--- config.mk ---
export PLATFORM = sky130hd
export DESIGN_NAME = mm_top
export DESIGN_NICKNAME = d
export VERILOG_FILES = /design/src/mm_pkg.sv /design/src/mm_controller.sv /design/src/mm_top.sv /design/src/operand_reader.sv /design/src/outer_product_mac.sv /design/src/result_writer.sv /design/src/stream_fifo.sv
export SDC_FILE = /design/constraint.sdc
export NUM_CORES = 2
export LEC_CHECK = 0
export ABC_AREA = 1
export BUFFER_PORTS_ARGS = -buffer_cell sky130_fd_sc_hd__buf_2
export CORE_MARGIN = 2
export CORE_UTILIZATION = 61
export DETAILED_ROUTE_END_ITERATION = 16
export PLACE_DENSITY_LB_ADDON = 0.05
export SETUP_SLACK_MARGIN = 0.4
export SLEW_MARGIN = 25
export SYNTH_ARGS = -nofsm -noshare
export SYNTH_HDL_FRONTEND = slang
export SYNTH_SLANG_ARGS = --single-unit
--- constraint.sdc ---
create_clock -name clk_i -period 14.7 [get_ports clk_i]
set_input_delay 1.47 -clock clk_i [delete_from_list [all_inputs] [get_ports clk_i]]
set_output_delay 1.47 -clock clk_i [all_outputs]
set_load 0.02 [all_outputs]
--- src/mm_pkg.sv ---
// ~~~~~~~~~~~~~~~~~~~~~~~~~~~~~~~~~~~~~~~~~~~~~~~~~~~~~~~~~~~~
// Matrix-multiply accelerator shared definitions
// Operand, accumulator, address and length widths and the
// vector types carried between the pipeline stages
// ~~~~~~~~~~~~~~~~~~~~~~~~~~~~~~~~~~~~~~~~~~~~~~~~~~~~~~~~~~~~
package mm_pkg;

  localparam int DATA_WIDTH = 8;                       // 8-bit unsigned operands
  localparam int N = 4;                                // Tile edge, operands per word
  localparam int MULTIPLY_DATA_WIDTH = 2 * DATA_WIDTH; // Full product width
  localparam int ACCUM_DATA_WIDTH = 16;                // Headroom for the running sum
  localparam int ACC_WIDTH = MULTIPLY_DATA_WIDTH + ACCUM_DATA_WIDTH;

  localparam int ADDR_WIDTH = 16;                      // Counts N-wide memory words
  localparam int MAX_MATRIX_LENGTH = 4096;             // Longest inner dimension
  localparam int LEN_WIDTH = $clog2(MAX_MATRIX_LENGTH + 1); // Holds 0..MAX_MATRIX_LENGTH

  localparam int FIFO_DEPTH = 4;                       // Entries per stage FIFO

  typedef logic [DATA_WIDTH-1:0] data_t;               // One operand
  typedef logic [ACC_WIDTH-1:0]  acc_t;                // One accumulator
  typedef logic [ADDR_WIDTH-1:0] addr_t;               // Word address
  typedef logic [LEN_WIDTH-1:0]  len_t;                // Inner length L

  // A column slice of A or a row slice of B, one read word
  typedef data_t [N-1:0] operand_vec_t;

  // One row of the C tile, one write word
  typedef acc_t [N-1:0] result_row_t;

endpackage

--- src/mm_controller.sv ---
`timescale 1ns/1ps
// ~~~~~~~~~~~~~~~~~~~~~~~~~~~~~~~~~~~~~~~~~~~~~~~~~~~~~~~~~~~~
// Matrix-multiply controller
// Takes one instruction at a time, latches the job, starts
// the readers, MAC and writer, and pulses done at the end
// ~~~~~~~~~~~~~~~~~~~~~~~~~~~~~~~~~~~~~~~~~~~~~~~~~~~~~~~~~~~~
module mm_controller import mm_pkg::*; (
  input  logic  clk_i,
  input  logic  rst_n_i,
  input  logic  instr_valid_i,   // Host has an instruction
  input  addr_t a_addr_i,
  input  addr_t b_addr_i,
  input  addr_t c_addr_i,
  input  len_t  len_i,           // Inner length, 1..MAX_MATRIX_LENGTH
  output logic  instr_ready_o,   // High only while idle
  output logic  start_o,         // One-cycle kick to all stages
  output addr_t a_base_o,
  output addr_t b_base_o,
  output addr_t c_base_o,
  output len_t  len_o,
  input  logic  job_done_i,      // Last C row accepted by memory
  output logic  done_o
);

  typedef enum logic {ST_IDLE, ST_BUSY} state_e;

  state_e state_q;
  logic   accept;

  assign instr_ready_o = (state_q == ST_IDLE);
  assign accept        = instr_valid_i && instr_ready_o; // Instruction handshake

  always_ff @(posedge clk_i or negedge rst_n_i) begin
    if (!rst_n_i) begin
      state_q <= ST_IDLE;
      start_o <= 1'b0;
      done_o  <= 1'b0;
    end else begin
      start_o <= accept;         // Start lands the cycle after accept
      done_o  <= 1'b0;
      case (state_q)
        ST_IDLE: if (accept) state_q <= ST_BUSY;
        ST_BUSY: begin
          if (job_done_i) begin
            state_q <= ST_IDLE;  // Ready rises together with done
            done_o  <= 1'b1;
          end
        end
        default: state_q <= ST_IDLE;
      endcase
    end
  end

  // Job fields, held for the whole busy period
  always_ff @(posedge clk_i) begin
    if (accept) begin
      a_base_o <= a_addr_i;
      b_base_o <= b_addr_i;
      c_base_o <= c_addr_i;
      len_o    <= len_i;
    end
  end

endmodule

--- src/mm_top.sv ---
`timescale 1ns/1ps
// ~~~~~~~~~~~~~~~~~~~~~~~~~~~~~~~~~~~~~~~~~~~~~~~~~~~~~~~~~~~~
// Matrix-multiply compute path
// Controller, A and B readers with FIFOs, outer-product MAC,
// result FIFO and C writer chained into one pipeline
// ~~~~~~~~~~~~~~~~~~~~~~~~~~~~~~~~~~~~~~~~~~~~~~~~~~~~~~~~~~~~
module mm_top import mm_pkg::*; (
  input  logic         clk_i,
  input  logic         rst_n_i,
  input  logic         instr_valid_i,
  input  addr_t        a_addr_i,
  input  addr_t        b_addr_i,
  input  addr_t        c_addr_i,
  input  len_t         len_i,
  output logic         instr_ready_o,
  output logic         done_o,
  output logic         a_rd_req_o,      // A read port
  output addr_t        a_rd_addr_o,
  input  logic         a_rd_valid_i,
  input  operand_vec_t a_rd_data_i,
  output logic         b_rd_req_o,      // B read port
  output addr_t        b_rd_addr_o,
  input  logic         b_rd_valid_i,
  input  operand_vec_t b_rd_data_i,
  output logic         wr_valid_o,      // C write port
  output addr_t        wr_addr_o,
  output result_row_t  wr_data_o,
  input  logic         wr_ready_i
);

  logic         start;
  addr_t        a_base, b_base, c_base;
  len_t         len;
  logic         job_done;
  logic         a_push, a_full, a_pop, a_empty;
  operand_vec_t a_push_data, a_pop_data;
  logic         b_push, b_full, b_pop, b_empty;
  operand_vec_t b_push_data, b_pop_data;
  logic         c_push, c_full, c_pop, c_empty;
  result_row_t  c_push_data, c_pop_data;

  mm_controller u_controller (.clk_i, .rst_n_i, .instr_valid_i, .a_addr_i, .b_addr_i,
    .c_addr_i, .len_i, .instr_ready_o, .start_o(start), .a_base_o(a_base), .b_base_o(b_base),
    .c_base_o(c_base), .len_o(len), .job_done_i(job_done), .done_o);

  operand_reader u_a_reader (.clk_i, .rst_n_i, .start_i(start), .base_i(a_base), .len_i(len),
    .rd_req_o(a_rd_req_o), .rd_addr_o(a_rd_addr_o), .rd_valid_i(a_rd_valid_i),
    .rd_data_i(a_rd_data_i), .push_o(a_push), .push_data_o(a_push_data), .fifo_full_i(a_full));

  operand_reader u_b_reader (.clk_i, .rst_n_i, .start_i(start), .base_i(b_base), .len_i(len),
    .rd_req_o(b_rd_req_o), .rd_addr_o(b_rd_addr_o), .rd_valid_i(b_rd_valid_i),
    .rd_data_i(b_rd_data_i), .push_o(b_push), .push_data_o(b_push_data), .fifo_full_i(b_full));

  stream_fifo #(.T(operand_vec_t)) u_a_fifo (.clk_i, .rst_n_i, .push_i(a_push),
    .push_data_i(a_push_data), .full_o(a_full), .pop_i(a_pop), .pop_data_o(a_pop_data),
    .empty_o(a_empty));

  stream_fifo #(.T(operand_vec_t)) u_b_fifo (.clk_i, .rst_n_i, .push_i(b_push),
    .push_data_i(b_push_data), .full_o(b_full), .pop_i(b_pop), .pop_data_o(b_pop_data),
    .empty_o(b_empty));

  outer_product_mac u_mac (.clk_i, .rst_n_i, .start_i(start), .len_i(len), .a_empty_i(a_empty),
    .b_empty_i(b_empty), .a_data_i(a_pop_data), .b_data_i(b_pop_data), .a_pop_o(a_pop),
    .b_pop_o(b_pop), .row_push_o(c_push), .row_o(c_push_data), .c_full_i(c_full));

  stream_fifo #(.T(result_row_t)) u_c_fifo (.clk_i, .rst_n_i, .push_i(c_push),
    .push_data_i(c_push_data), .full_o(c_full), .pop_i(c_pop), .pop_data_o(c_pop_data),
    .empty_o(c_empty));

  result_writer u_writer (.clk_i, .rst_n_i, .start_i(start), .base_i(c_base),
    .c_empty_i(c_empty), .c_data_i(c_pop_data), .c_pop_o(c_pop), .wr_valid_o, .wr_addr_o,
    .wr_data_o, .wr_ready_i, .job_done_o(job_done));

endmodule

--- src/operand_reader.sv ---
`timescale 1ns/1ps
// ~~~~~~~~~~~~~~~~~~~~~~~~~~~~~~~~~~~~~~~~~~~~~~~~~~~~~~~~~~~~
// Operand reader
// Fetches L consecutive slices of one matrix, one read in
// flight, and forwards each returned word into its FIFO
// ~~~~~~~~~~~~~~~~~~~~~~~~~~~~~~~~~~~~~~~~~~~~~~~~~~~~~~~~~~~~
module operand_reader import mm_pkg::*; (
  input  logic         clk_i,
  input  logic         rst_n_i,
  input  logic         start_i,      // New job
  input  addr_t        base_i,       // Address of slice 0
  input  len_t         len_i,        // Slices to fetch
  output logic         rd_req_o,     // Level, held until data returns
  output addr_t        rd_addr_o,
  input  logic         rd_valid_i,   // Read data pulse
  input  operand_vec_t rd_data_i,
  output logic         push_o,       // Into operand FIFO
  output operand_vec_t push_data_o,
  input  logic         fifo_full_i
);

  addr_t base_q;
  len_t  len_q;
  len_t  k_q;                        // Slices returned so far
  logic  req_q;
  logic  taken;
  logic  more;

  assign taken = req_q && rd_valid_i;         // Word accepted this cycle
  assign more  = (k_q != len_q);              // Slices still to fetch

  assign rd_req_o    = req_q;
  assign rd_addr_o   = base_q + addr_t'(k_q); // Stable while req is up
  assign push_o      = taken;
  assign push_data_o = rd_data_i;             // Straight through, FIFO registers it

  always_ff @(posedge clk_i or negedge rst_n_i) begin
    if (!rst_n_i) begin
      len_q <= '0;
      k_q   <= '0;
      req_q <= 1'b0;
    end else if (start_i) begin
      len_q <= len_i;
      k_q   <= '0;
      req_q <= !fifo_full_i;         // First request right after start
    end else if (taken) begin
      k_q   <= k_q + 1'b1;
      req_q <= 1'b0;                 // Drop, FIFO level settles next cycle
    end else if (!req_q && more && !fifo_full_i) begin
      req_q <= 1'b1;                 // Room left, ask for next slice
    end
  end

  // Base address of the current job
  always_ff @(posedge clk_i) begin
    if (start_i) base_q <= base_i;
  end

endmodule

--- src/outer_product_mac.sv ---
`timescale 1ns/1ps
// ~~~~~~~~~~~~~~~~~~~~~~~~~~~~~~~~~~~~~~~~~~~~~~~~~~~~~~~~~~~~
// Outer-product MAC
// Sums L outer products of A and B slices into the NxN tile
// through a product stage, then drains the tile row by row
// ~~~~~~~~~~~~~~~~~~~~~~~~~~~~~~~~~~~~~~~~~~~~~~~~~~~~~~~~~~~~
module outer_product_mac import mm_pkg::*; (
  input  logic         clk_i,
  input  logic         rst_n_i,
  input  logic         start_i,        // Clear tile, load L
  input  len_t         len_i,
  input  logic         a_empty_i,
  input  logic         b_empty_i,
  input  operand_vec_t a_data_i,       // Column slice of A
  input  operand_vec_t b_data_i,       // Row slice of B
  output logic         a_pop_o,
  output logic         b_pop_o,
  output logic         row_push_o,     // Into result FIFO
  output result_row_t  row_o,
  input  logic         c_full_i
);

  logic [MULTIPLY_DATA_WIDTH-1:0] prod_q [N][N]; // a[i]*b[j]
  result_row_t                    acc_q [N];     // Tile, row i holds C(i,*)
  logic                           prod_valid_q;
  len_t                           len_q;
  len_t                           taken_q;       // Pairs popped
  len_t                           summed_q;      // Pairs accumulated
  logic                           drain_q;
  logic [$clog2(N)-1:0]           row_q;         // Next row to push
  logic                           pop;

  assign pop        = (taken_q != len_q) && !a_empty_i && !b_empty_i;
  assign a_pop_o    = pop;                       // Both FIFOs move together
  assign b_pop_o    = pop;
  assign row_push_o = drain_q && !c_full_i;
  assign row_o      = acc_q[row_q];

  always_ff @(posedge clk_i or negedge rst_n_i) begin
    if (!rst_n_i) begin
      prod_valid_q <= 1'b0;
      len_q        <= '0;
      taken_q      <= '0;
      summed_q     <= '0;
      drain_q      <= 1'b0;
      row_q        <= '0;
    end else if (start_i) begin
      prod_valid_q <= 1'b0;
      len_q        <= len_i;
      taken_q      <= '0;
      summed_q     <= '0;
      row_q        <= '0;
    end else begin
      prod_valid_q <= pop;
      if (pop) taken_q <= taken_q + 1'b1;
      if (prod_valid_q) begin
        summed_q <= summed_q + 1'b1;
        if (summed_q == len_q - 1'b1) drain_q <= 1'b1; // Lth pair lands now
      end
      if (row_push_o) begin
        row_q <= (row_q == N - 1) ? '0 : row_q + 1'b1;
        if (row_q == N - 1) drain_q <= 1'b0;           // Tile fully sent
      end
    end
  end

  // Product stage and accumulators
  always_ff @(posedge clk_i) begin
    for (int i = 0; i < N; i++) begin
      for (int j = 0; j < N; j++) begin
        prod_q[i][j] <= a_data_i[i] * b_data_i[j];
        if (start_i) acc_q[i][j] <= '0;
        else if (prod_valid_q) acc_q[i][j] <= acc_q[i][j] + acc_t'(prod_q[i][j]);
      end
    end
  end

endmodule

--- src/result_writer.sv ---
`timescale 1ns/1ps
// ~~~~~~~~~~~~~~~~~~~~~~~~~~~~~~~~~~~~~~~~~~~~~~~~~~~~~~~~~~~~
// Result writer
// Moves the N rows of the C tile from the result FIFO to
// memory and flags the job done on the last accepted row
// ~~~~~~~~~~~~~~~~~~~~~~~~~~~~~~~~~~~~~~~~~~~~~~~~~~~~~~~~~~~~
module result_writer import mm_pkg::*; (
  input  logic        clk_i,
  input  logic        rst_n_i,
  input  logic        start_i,       // New job, load C base
  input  addr_t       base_i,
  input  logic        c_empty_i,
  input  result_row_t c_data_i,      // Head of result FIFO
  output logic        c_pop_o,
  output logic        wr_valid_o,
  output addr_t       wr_addr_o,
  output result_row_t wr_data_o,
  input  logic        wr_ready_i,
  output logic        job_done_o     // Same cycle as the last write handshake
);

  addr_t                base_q;
  result_row_t          data_q;
  logic                 valid_q;
  logic [$clog2(N)-1:0] row_q;       // Row being written
  logic                 wr_done;

  assign c_pop_o    = !valid_q && !c_empty_i;    // Fetch only when idle
  assign wr_done    = valid_q && wr_ready_i;
  assign wr_valid_o = valid_q;
  assign wr_addr_o  = base_q + addr_t'(row_q);   // Row r goes to base+r
  assign wr_data_o  = data_q;
  assign job_done_o = wr_done && (row_q == N - 1);

  always_ff @(posedge clk_i or negedge rst_n_i) begin
    if (!rst_n_i) begin
      valid_q <= 1'b0;
      row_q   <= '0;
    end else if (start_i) begin
      valid_q <= 1'b0;
      row_q   <= '0;
    end else if (c_pop_o) begin
      valid_q <= 1'b1;
    end else if (wr_done) begin
      valid_q <= 1'b0;
      row_q   <= (row_q == N - 1) ? '0 : row_q + 1'b1;
    end
  end

  // Row payload and C base
  always_ff @(posedge clk_i) begin
    if (start_i) base_q <= base_i;
    if (c_pop_o) data_q <= c_data_i;  // Held until memory takes it
  end

endmodule

--- src/stream_fifo.sv ---
`timescale 1ns/1ps
// ~~~~~~~~~~~~~~~~~~~~~~~~~~~~~~~~~~~~~~~~~~~~~~~~~~~~~~~~~~~~
// Stream FIFO
// Small synchronous circular buffer, payload type set per
// instance, head entry visible at the output without a pop
// ~~~~~~~~~~~~~~~~~~~~~~~~~~~~~~~~~~~~~~~~~~~~~~~~~~~~~~~~~~~~
module stream_fifo import mm_pkg::*; #(
  parameter type T = operand_vec_t                 // Payload carried by the FIFO
) (
  input  logic clk_i,
  input  logic rst_n_i,
  input  logic push_i,                             // Write request from producer
  input  T     push_data_i,
  output logic full_o,
  input  logic pop_i,                              // Read request from consumer
  output T     pop_data_o,                         // Head of queue
  output logic empty_o
);

  T                               mem_q [FIFO_DEPTH];
  logic [$clog2(FIFO_DEPTH)-1:0]  wr_ptr_q;
  logic [$clog2(FIFO_DEPTH)-1:0]  rd_ptr_q;
  logic [$clog2(FIFO_DEPTH+1)-1:0] count_q;        // Entries held
  logic                           do_push;
  logic                           do_pop;

  assign full_o     = (count_q == FIFO_DEPTH);
  assign empty_o    = (count_q == 0);
  assign do_push    = push_i && !full_o;           // Push into a full FIFO is dropped
  assign do_pop     = pop_i && !empty_o;
  assign pop_data_o = mem_q[rd_ptr_q];

  always_ff @(posedge clk_i or negedge rst_n_i) begin
    if (!rst_n_i) begin
      wr_ptr_q <= '0;
      rd_ptr_q <= '0;
      count_q  <= '0;
    end else begin
      if (do_push) wr_ptr_q <= (wr_ptr_q == FIFO_DEPTH - 1) ? '0 : wr_ptr_q + 1'b1;
      if (do_pop)  rd_ptr_q <= (rd_ptr_q == FIFO_DEPTH - 1) ? '0 : rd_ptr_q + 1'b1;
      if (do_push && !do_pop)      count_q <= count_q + 1'b1;
      else if (do_pop && !do_push) count_q <= count_q - 1'b1;
    end
  end

  // Storage array
  always_ff @(posedge clk_i) begin
    if (do_push) mem_q[wr_ptr_q] <= push_data_i;
  end

endmodule

==> run summary <==
Start point of the critical path - u_a_fifo.rd_ptr_q[0]
Post-CTS Hold Buffers - 0
FF-to-FF path depth - 19
Critical path's top delay family - adder cells
Number of flops mapped to enable cells by yosys - 1517
GRT Total Usage - 35.57%
Final Wtd Congestion - 0.9980
Top FF cell, synth - edfxtp_1
DRC viols - 0
M1 GR Usage - 48.34%
Net Count, Synth - 15.22k
Final setup TNS - 0 ps
Crit path top cell by count - fa_1
Clk_skew - 70.93 ps
Final Hold Fails - 0
Clk slew on worst S/H paths - 60 ps
Share of cells above drive strength 1 - 6.361%
Total vias in the final route - 99.88k
Startpoint types - flop
Mapped Cells - 13.61k
Clock Sinks - 1871
Max FO, Critical Path - 68
CP required - 15480 ps
# rows - 164
Die extent in x - 452.4 um
Crit path DAT - 7540 ps
Global Route met2 Usage - 55.90%
WL/cell - 22.08 um
Final hold slack - 416.0 ps
CP endpoint - u_mac.prod_q[2][45]
Max cap viols - 0
Placeable Area - 199900 um2
DIE AREA - 204600 um2
Vias per std cell - 6.009
Post-Syn Area - 122600 um2
#FFs+latches synth - 1871
Synth cell types - 56
Slew HR - 15.48%
Largest net degree at the start of global routing - 154
R2R setup slack - 7940 ps
Cell Count, Final, Fillers Out - 16.62k
Critical path's slowest cell - a32oi_2
GR Layer Usage met3 - 8.207%
Async SR Flop Fraction - 5.238%
Status - complete, no violations
Final setup vio count - 0
Buf/Inv on CP - 6
PostCTS Resize Cnt - 0
Final nets - 15.39k
Total grt overflow - 0
Routed Antenna Nets - 0
Commonest non-fill, non-tap cell in the layout - nor2_1
Placed cell count - 16.23k
Input/output buffers - 311
Most frequent cells in the layout - 2192 x nor2_1, 2157 x nand2_1, 1643 x inv_1
CP endpoint kind - flop
Syn-to-layout area delta - 8.799%
Post-CTS Setup Inserts - 0
Max clock buf depth - 3
Number of I/O pins - 312
H-tree depth - 4
Hold_sp - u_controller.c_base_o[1]
Tmin final - 6756 ps
DRT iter0 DRCs - 11.57k
Initial antenna violation count - 21
Worst r2r src - u_a_fifo.rd_ptr_q[0]
1st-pass router iterations - 7
CTS tree - yes
Crit path depth - 19
Num CTS Buffers - 194
Post-synthesis sequential area ratio - 43.33%
CP Class - reg2reg
FF-to-FF End - u_mac.prod_q[2][45]
Initial Util - 61.35%
Clk_lat worst skew - 910 ps
Busiest grt layer - met2
Worst Hold Class - reg2reg
Crit-path cells - buf_4, inv_2, buf_4, nand2_1, a32oi_2, inv_2, nor2_1, fa_1, fa_1, fa_1, inv_1, fa_1, inv_1, ha_1, a21o_1, a21oi_1, o21ai_0, a21oi_1, xor2_1
Worst path max stage delay - 870 ps
Syn. warnings - 0
Die Y-Extent - 452.4 um
Pins Over Slew Limit - 0
Fmax - 0.1480 GHz
Unrepaired setup endpoints after global routing - no
Final worst-path cycle share - 45.96%
Worst-Margin Slew - 1268 ps
Root Buffer - clkbuf_16
Routed WL - 367000 um
DP HPWL - 269000 um
First-pass GRT wire length - 561000 um
Vias in the first global route - 98.55k
Avg Inst Size Synth - 9.012 um2
area by class of cell:
type	instances	area (um2)
Timing Repair Buffer	412	2391
Multi-Input combinational cell	9592	61370
Clock inverter	129	1454
Inverter	1700	6410
Tap cell	2656	3323
Sequential cell	1871	53150
Fill cell	15937	66450
Clock buffer	240	5264
Antenna cell	20	50.05
metal layers:
metal | vias to the layer above | wire length (um)
met5 | - | 623
met4 | 22 | 14660
met3 | 861 | 38410
met2 | 4799 | 165000
met1 | 48236 | 148300
li1 | 45959 | -
cells in the mapped netlist (9+ instances only):
library cell | n | share of area (%)
o22ai_1 | 226 | 1.2
buf_1 | 25 | 0.077
a32oi_1 | 9 | 0.064
a31oi_1 | 11 | 0.056
nor3_1 | 120 | 0.49
a21boi_0 | 17 | 0.10
nor4_1 | 35 | 0.18
buf_4 | 10 | 0.061
o21bai_1 | 45 | 0.28
a32oi_2 | 42 | 0.56
nor2_1 | 2205 | 6.7
dfrtp_1 | 98 | 2.0
o21a_1 | 76 | 0.47
nand3_1 | 500 | 2.0
nand3b_1 | 14 | 0.086
fa_1 | 598 | 9.8
a21o_1 | 62 | 0.38
buf_2 | 156 | 0.64
clkbuf_1 | 250 | 0.77
inv_2 | 51 | 0.16
o21ai_0 | 1003 | 4.1
or2_2 | 14 | 0.071
a21oi_1 | 1037 | 4.2
xor2_1 | 211 | 1.5
xnor2_1 | 89 | 0.64
dfxtp_1 | 256 | 4.2
ha_1 | 885 | 9.0
nand2_1 | 2157 | 6.6
edfxtp_1 | 1517 | 37
o21ai_1 | 22 | 0.090
inv_1 | 1648 | 5.0
nand4_1 | 136 | 0.69
logic make-up after synthesis:
kind of cell,count (synthesis),synth area share (%)
flip-flops,1871,43.33
AO/OA/AOI/OAI,2588,11.81
XOR/XNOR,301,2.162
buffers and inverters,2143,6.752
AND/OR/NAND/NOR,5218,17.13
multiplexers,2,0.01837
adder cells (fa/ha/maj),1483,18.79
worst reg2reg max path, delay by kind of cell, from the launching register on:
family / cells / cell delay [ps]
AND/OR/NAND/NOR: 2 / 490
buffers and inverters: 6 / 1700
flip-flops: 1 / 390
XOR/XNOR: 1 / 150
adder cells (fa/ha/maj): 5 / 2280
AO/OA/AOI/OAI: 5 / 1680
registers in the layout (all words and copies together), names as in the netlist, 13 cells and up:
name	flops
u_controller.len_o	13
u_a_reader.base_q	16
u_controller.c_base_o	16
u_b_reader.k_q	13
u_b_reader.base_q	16
u_c_fifo.mem_q	512
u_controller.b_base_o	16
u_controller.a_base_o	16
u_mac.prod_q	256
u_mac.len_q	13
u_mac.acc_q	512
u_writer.wr_data_o	128
u_b_fifo.mem_q	128
u_a_fifo.mem_q	128
u_a_reader.k_q	13
u_writer.base_q	16
u_mac.summed_q	13
u_mac.taken_q	13
metrics by stage:
stage | setup WS (ps) | cell area, um2 | utilization, %
after CTS | 8118 | 133200 | 66.67
after global placement | 8376 | 126500 | 63.30
final | 7944 | 133400 | 66.75
after global routing | 7767 | 133400 | 66.73
after floorplan | 2048 | 122600 | -
after detailed placement | 8272 | 126500 | 63.31
worst min path at each step:
stage	endpoint	slack (ps)	cells past startpoint
after global placement	u_a_reader.base_q[7]	400	0
after CTS	u_b_reader.base_q[8]	420	0
after detailed placement	u_b_reader.base_q[8]	400	0
after global routing	u_writer.base_q[13]	420	0
after floorplan	u_a_reader.base_q[0]	400	0
final	u_writer.base_q[1]	420	0
Power is not shown: default switching activity piles up to over one toggle a cycle in this logic, so the estimate is an artifact.
